[src/verilog/buzzer_pkg.sv]
package buzzer_pkg;

    localparam int NUM_PLAYERS   = 4;
    localparam int ANSWER_CYCLES = 64;   // armed round length in clocks

    // wide enough to hold ANSWER_CYCLES itself
    localparam int CNT_W = $clog2(ANSWER_CYCLES + 1);

    // one bit per player button
    typedef logic [NUM_PLAYERS-1:0] player_t;

    // 0 is the digit zero, 1..4 the player digits
    typedef logic [2:0] glyph_t;

    typedef logic [2:0] row_t;       // scan row index
    typedef logic [7:0] line_t;      // column bits or active-low row select

    typedef logic [CNT_W-1:0] count_t;

    typedef enum logic [2:0] {
        IDLE,
        ARMED,
        WON,
        FOUL,
        TIMEOUT
    } round_state_t;

endpackage

[src/verilog/buzz_if.sv]
`timescale 1ns/1ps

interface buzz_if import buzzer_pkg::*; ();

    player_t press;      // per-player rising edge pulses
    logic    start;
    logic    clear;
    logic    any_press;  // level, some player button held

    modport decode (
        output press,
        output start,
        output clear,
        output any_press
    );

    modport judge (
        input press,
        input start,
        input clear,
        input any_press
    );

endinterface

[src/verilog/button_decode.sv]
`timescale 1ns/1ps

module button_decode import buzzer_pkg::*; (
    input  logic    clk,
    input  logic    rst,
    input  player_t btn,
    input  logic    btn_start,
    input  logic    btn_clear,
    buzz_if.decode  bus
);

    // clear and start on top, players below
    logic [NUM_PLAYERS+1:0] raw;
    logic [NUM_PLAYERS+1:0] sync1;
    logic [NUM_PLAYERS+1:0] sync2;
    logic [NUM_PLAYERS+1:0] prev;
    logic [NUM_PLAYERS+1:0] rise;

    assign raw = {btn_clear, btn_start, btn};

    always_ff @(posedge clk or posedge rst)
    begin
        if (rst)
        begin
            sync1 <= '0;
            sync2 <= '0;
            prev  <= '0;
            rise  <= '0;
        end
        else
        begin
            sync1 <= raw;
            sync2 <= sync1;
            prev  <= sync2;
            rise  <= sync2 & ~prev;   // one cycle per press
        end
    end

    assign bus.press = rise[NUM_PLAYERS-1:0];
    assign bus.start = rise[NUM_PLAYERS];
    assign bus.clear = rise[NUM_PLAYERS+1];

    // synchronized levels, ahead of the press pulse by one cycle
    assign bus.any_press = |sync2[NUM_PLAYERS-1:0];

endmodule

[src/verilog/matrix_scan.sv]
`timescale 1ns/1ps

module matrix_scan import buzzer_pkg::*; (
    input  logic   clk,
    input  logic   rst,
    input  logic   show,
    input  glyph_t glyph,
    input  logic   green,
    output line_t  row,
    output line_t  colr,
    output line_t  colg
);

    logic   show_q;
    logic   green_q;
    glyph_t glyph_q;
    row_t   row_cnt;
    line_t  pat;

    // rows 0 and 7 stay blank, bit 7 is the left column
    function automatic line_t glyph_row(input glyph_t g, input row_t r);
        line_t p;
        p = '0;
        case (g)
            3'd0:
                case (r)
                    3'd1:    p = 8'b0011_1100;
                    3'd2:    p = 8'b0110_0110;
                    3'd3:    p = 8'b0110_1110;
                    3'd4:    p = 8'b0111_0110;
                    3'd5:    p = 8'b0110_0110;
                    3'd6:    p = 8'b0011_1100;
                    default: p = '0;
                endcase
            3'd1:
                case (r)
                    3'd1:    p = 8'b0001_1000;
                    3'd2:    p = 8'b0011_1000;
                    3'd3:    p = 8'b0001_1000;
                    3'd4:    p = 8'b0001_1000;
                    3'd5:    p = 8'b0001_1000;
                    3'd6:    p = 8'b0111_1110;
                    default: p = '0;
                endcase
            3'd2:
                case (r)
                    3'd1:    p = 8'b0011_1100;
                    3'd2:    p = 8'b0110_0110;
                    3'd3:    p = 8'b0000_1100;
                    3'd4:    p = 8'b0011_0000;
                    3'd5:    p = 8'b0110_0000;
                    3'd6:    p = 8'b0111_1110;
                    default: p = '0;
                endcase
            3'd3:
                case (r)
                    3'd1:    p = 8'b0011_1100;
                    3'd2:    p = 8'b0110_0110;
                    3'd3:    p = 8'b0001_1100;
                    3'd4:    p = 8'b0000_0110;
                    3'd5:    p = 8'b0110_0110;
                    3'd6:    p = 8'b0011_1100;
                    default: p = '0;
                endcase
            3'd4:
                case (r)
                    3'd1:    p = 8'b0000_1100;
                    3'd2:    p = 8'b0001_1100;
                    3'd3:    p = 8'b0010_1100;
                    3'd4:    p = 8'b0100_1100;
                    3'd5:    p = 8'b0111_1110;
                    3'd6:    p = 8'b0000_1100;
                    default: p = '0;
                endcase
            default:
                p = '0;   // no glyph beyond player 4
        endcase
        return p;
    endfunction

    // latch the request one edge ahead of the columns
    always_ff @(posedge clk or posedge rst)
    begin
        if (rst)
        begin
            show_q  <= 1'b0;
            green_q <= 1'b0;
            glyph_q <= '0;
        end
        else
        begin
            show_q  <= show;
            green_q <= green;
            glyph_q <= glyph;
        end
    end

    assign pat = show_q ? glyph_row(glyph_q, row_cnt) : '0;

    always_ff @(posedge clk or posedge rst)
    begin
        if (rst)
        begin
            row_cnt <= '0;
            row     <= '1;   // all rows off
            colr    <= '0;
            colg    <= '0;
        end
        else
        begin
            row_cnt <= row_cnt + row_t'(1);   // wraps 7 -> 0
            row     <= ~(line_t'(1) << row_cnt);
            colg    <= green_q ? pat : '0;
            colr    <= green_q ? '0 : pat;
        end
    end

endmodule

[src/verilog/quiz_buzzer_top.sv]
`timescale 1ns/1ps

module quiz_buzzer_top import buzzer_pkg::*; (
    input  logic    clk,
    input  logic    rst,
    input  player_t btn,
    input  logic    btn_start,
    input  logic    btn_clear,
    output line_t   row,
    output line_t   colr,
    output line_t   colg,
    output glyph_t  winner,
    output logic    foul,
    output logic    timeout,
    output logic    armed
);

    logic   show;
    logic   green;
    glyph_t glyph;

    buzz_if bus ();

    button_decode button_decode_i (
        .clk       (clk),
        .rst       (rst),
        .btn       (btn),
        .btn_start (btn_start),
        .btn_clear (btn_clear),
        .bus       (bus.decode)
    );

    round_judge round_judge_i (
        .clk     (clk),
        .rst     (rst),
        .bus     (bus.judge),
        .show    (show),
        .glyph   (glyph),
        .green   (green),
        .winner  (winner),
        .foul    (foul),
        .timeout (timeout),
        .armed   (armed)
    );

    // digit for the matrix, two edges behind the judge
    matrix_scan matrix_scan_i (
        .clk   (clk),
        .rst   (rst),
        .show  (show),
        .glyph (glyph),
        .green (green),
        .row   (row),
        .colr  (colr),
        .colg  (colg)
    );

endmodule

[src/verilog/round_judge.sv]
`timescale 1ns/1ps

module round_judge import buzzer_pkg::*; (
    input  logic   clk,
    input  logic   rst,
    buzz_if.judge  bus,
    output logic   show,
    output glyph_t glyph,
    output logic   green,
    output glyph_t winner,
    output logic   foul,
    output logic   timeout,
    output logic   armed
);

    round_state_t state;
    round_state_t nxt_state;
    glyph_t       nxt_win;
    count_t       cnt;
    player_t      held;

    // lowest set bit wins, reported as player number 1..4
    function automatic glyph_t lowest(input player_t p);
        glyph_t g;
        g = '0;
        for (int k = NUM_PLAYERS - 1; k >= 0; k--)
        begin
            if (p[k])
                g = glyph_t'(k + 1);
        end
        return g;
    endfunction

    always_comb
    begin
        nxt_state = state;
        nxt_win   = winner;
        if (bus.clear)
        begin
            nxt_state = IDLE;
            nxt_win   = '0;
        end
        else
        begin
            case (state)
                IDLE:
                begin
                    if (bus.press != '0)
                    begin
                        nxt_state = FOUL;   // pressed before start
                        nxt_win   = lowest(bus.press);
                    end
                    else if (bus.start && bus.any_press)
                    begin
                        // empty held means the press pulse is one cycle away
                        if (held != '0)
                        begin
                            nxt_state = FOUL;
                            nxt_win   = lowest(held);
                        end
                    end
                    else if (bus.start)
                        nxt_state = ARMED;
                end
                ARMED:
                begin
                    if (bus.press != '0)
                    begin
                        nxt_state = WON;
                        nxt_win   = lowest(bus.press);
                    end
                    else if (cnt == count_t'(1))
                        nxt_state = TIMEOUT;
                end
                default:
                    nxt_state = state;   // locked until clear
            endcase
        end
    end

    always_ff @(posedge clk or posedge rst)
    begin
        if (rst)
        begin
            state   <= IDLE;
            winner  <= '0;
            cnt     <= '0;
            held    <= '0;
            show    <= 1'b0;
            green   <= 1'b0;
            foul    <= 1'b0;
            timeout <= 1'b0;
            armed   <= 1'b0;
        end
        else
        begin
            state   <= nxt_state;
            winner  <= nxt_win;
            show    <= nxt_state inside {WON, FOUL, TIMEOUT};
            green   <= (nxt_state == WON);
            foul    <= (nxt_state == FOUL);
            timeout <= (nxt_state == TIMEOUT);
            armed   <= (nxt_state == ARMED);
            held    <= bus.any_press ? (held | bus.press) : '0;
            if (nxt_state == ARMED && state != ARMED)
                cnt <= count_t'(ANSWER_CYCLES);
            else if (state == ARMED)
                cnt <= cnt - count_t'(1);
        end
    end

    // winner is already zero in TIMEOUT
    assign glyph = winner;

endmodule
[config.mk]
export PLATFORM = sky130hd
export DESIGN_NAME = quiz_buzzer_top
export DESIGN_NICKNAME = d
export VERILOG_FILES = /design/src/verilog/buzzer_pkg.sv /design/src/verilog/buzz_if.sv /design/src/verilog/button_decode.sv /design/src/verilog/matrix_scan.sv /design/src/verilog/quiz_buzzer_top.sv /design/src/verilog/round_judge.sv
export SDC_FILE = /design/constraint.sdc
export NUM_CORES = 1
export LEC_CHECK = 0
export BUFFER_PORTS_ARGS = -buffer_cell sky130_fd_sc_hd__buf_2
export CORE_UTILIZATION = 45
export DETAILED_ROUTE_END_ITERATION = 8
export GPL_TIMING_DRIVEN = 0
export PLACE_DENSITY = 0.75
export REMOVE_ABC_BUFFERS = 1
export SYNTH_ARGS = -nofsm -noshare
export SYNTH_HDL_FRONTEND = slang
export SYNTH_HIERARCHICAL = 1
export SYNTH_SLANG_ARGS = --single-unit
[constraint.sdc]
create_clock -name clk -period 5.42 [get_ports clk]
set_input_delay 0.813 -clock clk [delete_from_list [all_inputs] [get_ports clk]]
set_output_delay 0.813 -clock clk [all_outputs]
set_load 0.005 [all_outputs]
==> Implementation_results.wiki <==
{| class="wikitable"
! Metric !! Value
|-
| Leading cell types in the layout, fill and taps excluded || dfrtp_1, buf_2, inv_1, nor2_1, a21oi_1
|-
| Clock-pin slew on the worst setup and hold paths || roughly 70 ps
|-
| Max Clk Rate || 405 MHz
|-
| Unrepaired setup endpoints after global routing || no
|-
| End of the worst hold path || button_decode_i/sync2[1]
|-
| Total via count in the routed design || 2146
|-
| Avg WL per Cell || ~13 um
|-
| Net count, final || 329
|-
| First-pass iteration count of the detailed router || 4
|-
| Synth-to-layout area growth || 12.8%
|-
| Post-cts gate resize count || 0
|-
| R2R cell count || 5
|-
| Share of synthesized area occupied by flip-flops and latches || 58.7%
|-
| Root Buffer || clkbuf_8
|-
| Total global routing overflow || 0
|-
| Wire length on met3 || ~240 um
|-
| Distinct cells, synth || 60
|-
| Clock buffer depth || 2
|-
| Outcome || finished, final reports clean
|-
| Wl on met1 || approximately 2200 um
|-
| Antenna violations before repair || 0
|-
| Worst r2r src || button_decode_i/sync2[2]
|-
| First-pass GRT wire length || approximately 8800 um
|-
| Number of global-route vias before repair || about 2000
|-
| Total number of placement rows || 30
|-
| Met2 wire len || roughly 2700 um
|-
| Die outline area || ~7400 um2
|-
| Endpoints failing hold || 0
|-
| Share of the clock period used by the worst path || approximately 46%
|-
| Startpoint of the lowest-slack hold path || button_decode_i/sync1[1]
|-
| Critical Path RT || about 5600 ps
|-
| Part of the total power dissipated in sequential elements || 52.0%
|-
| Count of warnings emitted by yosys || 6
|-
| Netlist Area Pre-Place || about 3200 um2
|-
| Post-DRT Antenna Nets || 0
|-
| Post-CTS setup repair buffer count || 0
|-
| Maximum capacitance violations || 0
|-
| Combinational share of power || between 10% and 20%
|-
| Fraction of power spent switching nets || 27.8%
|-
| Maximum level of the CTS H-tree || 3
|-
| Final count of pins violating max slew || 0
|-
| Uppermost layer routed || met4
|-
| Number of enable flip-flop cells after synthesis || 0
|-
| Final worst hold slack || roughly 350 ps
|-
| Cell count after synthesis || 280
|-
| Part of the total power dissipated in the clock network || roughly a third
|-
| Crit path max-delay cell type || nor4_1
|-
| Post-layout min period || between 2000 and 2500 ps
|-
| Pin slew with the least headroom to its limit || between 900 and 1000 ps
|-
| Fraction of synthesized cell area taken by the top area cell type || between 50% and 60%
|-
| Peak supply drop || about 0.00017 V
|-
| P per Cell Area || between 300 and 400 nW/um2
|-
| Post-layout instance area || between 3000 and 4000 um2
|-
| Most frequent standard cell in the layout excluding fill and tap cells || dfrtp_1
|-
| Remaining routing DRC violations || 0
|-
| Highest fanout seen on the critical path || 7
|-
| Worst clock skew || roughly 7.5 ps
|-
| Clock buffer count from CTS || 9
|-
| Iter 0 DRT Violations || roughly 110
|-
| Clock tree from TritonCTS || built
|-
| P_sw || approximately 0.36 mW
|-
| Worst min-delay path class || flip-flop to flip-flop
|-
| Placer congestion estimate || 0.870
|-
| Ordered list of cells on the worst path || or4_1 > nand2_1 > nor2_1 > nor4_1 > a221oi_1
|-
| Vertical extent of the die || between 80 and 90 um
|-
| Critical path endpoint category || flip-flop
|-
| Total detailed-routing wirelength || 5240 um
|-
| Port Buffers || 33
|-
| Worst hold path stage count || 0
|-
| Mean post-synth cell area || between 10 and 15 um2
|-
| Number of buffers inserted by hold repair at cts || 0
|-
| Internal power component || around 0.94 mW
|-
| Number of antenna diodes || 0
|-
| Clk Latency, worst-skew pair || about 340 ps
|-
| Count of placed standard cells including taps || about 400
|-
| Static Leak || 1.65 nW
|-
| Accumulated negative setup slack || 0 ps
|-
| Placed wire-length estimate || around 3700 um
|-
| Biggest area contributors in the synthesized netlist || dfrtp_1, dfstp_2, ha_1
|-
| Worst path max stage delay || approximately 800 ps
|-
| Chip width || around 86 um
|-
| Startpoint types || flip-flop
|-
| Arrival time worst endpoint || 2630 ps
|-
| Number of storage elements in the synthesis netlist || 74
|-
| Sink count of the clock tree || 74
|-
| Largest net degree at the start of global routing || 29
|-
| Number of ports placed on the die boundary || 38
|-
| Core ar. || ~6800 um2
|-
| GR Util All Layers || between 10% and 20%
|-
| Async S/R FF share, synth || 100%
|-
| Final cell count without fillers || 413
|-
| End of the worst register-to-register path || round_judge_i/cnt[1]
|-
| Total of endpoints with negative setup slack in the final report || 0
|-
| Cell type contributing the most total cell area after synthesis || dfrtp_1
|-
| Post-placement cell area || 3370 um2
|-
| Initial Util || 46.7%
|-
| Worst max-slew margin expressed relative to the limit || 36.6%
|-
| Register-to-register path setup slack || slightly below 3000 ps
|-
| Crit path kind || flip-flop to flip-flop
|-
| Fraction of final layout cells with drive strength greater than 1 || between 20 and 25%
|-
| Flip-flop cell with the highest count after synthesis || dfrtp_1
|-
| Number of vias per cell || ~5.2
|}
worst max path at each step:
stage | cells after the start | slack, ps | endpoint | start
final | 5 | 2950 | round_judge_i/cnt[1] | button_decode_i/sync2[2]
after global routing | 5 | 2750 | round_judge_i/cnt[1] | button_decode_i/sync2[1]
after CTS | 5 | 2930 | round_judge_i/cnt[1] | button_decode_i/sync2[2]
after detailed placement | 5 | 2940 | round_judge_i/cnt[1] | button_decode_i/sync2[2]
after global placement | 5 | 2950 | round_judge_i/cnt[1] | button_decode_i/sync2[2]
after floorplan | 5 | 3330 | round_judge_i/cnt[1] | button_decode_i/sync2[2]
cells in the mapped netlist (2+ instances only):
cell type,number
a211oi_1,4
a21oi_1,18
a22oi_1,2
a311oi_1,3
buf_2,3
buf_4,7
clkbuf_1,4
dfrtp_1,66
dfstp_2,8
ha_1,9
inv_1,21
nand2_1,16
nand2b_1,10
nand3_1,2
nand3b_1,3
nor2_1,21
nor2b_1,11
nor3_1,3
nor3b_1,2
nor4_1,5
o2111ai_1,2
o211ai_1,2
o21a_1,4
o21ai_0,8
o31a_1,2
o31ai_1,2
or3_1,4
or3b_2,2
or4_1,2
xnor2_1,2
xor2_1,3
per-stage QoR:
step / utilization, % / power (mW) / setup WS [ps]
2_1_floorplan: - / 0.830 / 3330
5_1_grt: 52.7 / 1.38 / 2750
3_5_place_dp: 49.7 / 0.892 / 2940
6_report: 52.7 / 1.31 / 2950
3_3_place_gp: 49.7 / 0.883 / 2950
4_1_cts: 52.7 / 1.32 / 2930
power by group through the flow:
stage | Combinational, mW | Clock (mW) | Sequential, mW
global placement | 0.197 | 0 | 0.686
detailed placement | 0.204 | 0 | 0.688
global route | 0.229 | 0.458 | 0.691
CTS | 0.205 | 0.439 | 0.679
floorplan | 0.154 | 0 | 0.676
finish | 0.203 | 0.423 | 0.679
worst max-delay path: cells and delay by family, from the launching register on:
| family | cells | cell delay (ps) |
|---|---|---|
| and+or+nand+nor | 4 | 1690 |
| DFF | 1 | 380 |
| AOI/OAI and AO/OA | 1 | 220 |
metal layers:
layer | vias up | track usage (%)
li1 | 1036 | -
met4 | 0 | 10.2
met1 | 1023 | 18.0
met3 | 11 | 3.18
met2 | 76 | 25.8
met5 | - | 0
flip-flops by register name, summed over array words and instances (netlist names):
name                   flops
button_decode_i/rise       6
round_judge_i/glyph        3
round_judge_i/cnt          7
round_judge_i/green        1
button_decode_i/prev       6
matrix_scan_i/green_q      1
button_decode_i/sync1      6
matrix_scan_i/colr         6
round_judge_i/foul         1
round_judge_i/show         1
matrix_scan_i/row          8
round_judge_i/armed        1
matrix_scan_i/glyph_q      3
button_decode_i/sync2      6
round_judge_i/state        3
matrix_scan_i/colg         6
matrix_scan_i/row_cnt      3
round_judge_i/held         4
round_judge_i/timeout      1
matrix_scan_i/show_q       1
cell families (layout without fill, tap and decap cells):
| group | Yosys count | count (layout) | share of synthesized area (%) |
|---|---|---|---|
| muxes | 1 | 1 | 0.316 |
| xor gates and xnor gates | 5 | 5 | 1.38 |
| and+or+nand+nor | 90 | 90 | 16.0 |
| buffers and inverters | 36 | 70 | 5.44 |
| adders and majority gates | 9 | 9 | 3.55 |
| DFF | 74 | 74 | 58.7 |
| AOI/OAI and AO/OA | 64 | 64 | 14.5 |
| other | 1 | 4 | 0.118 |
final cells by class:
type	instances	area, um2
repair buffers	33	165
inverters	21	78.8
clock buffers	11	151
well taps	96	120
multi-input cells	173	1150
fillers	591	3220
clock inverters	5	52.6
flip-flops and latches	74	1860
(Power assumes the default switching activity.)
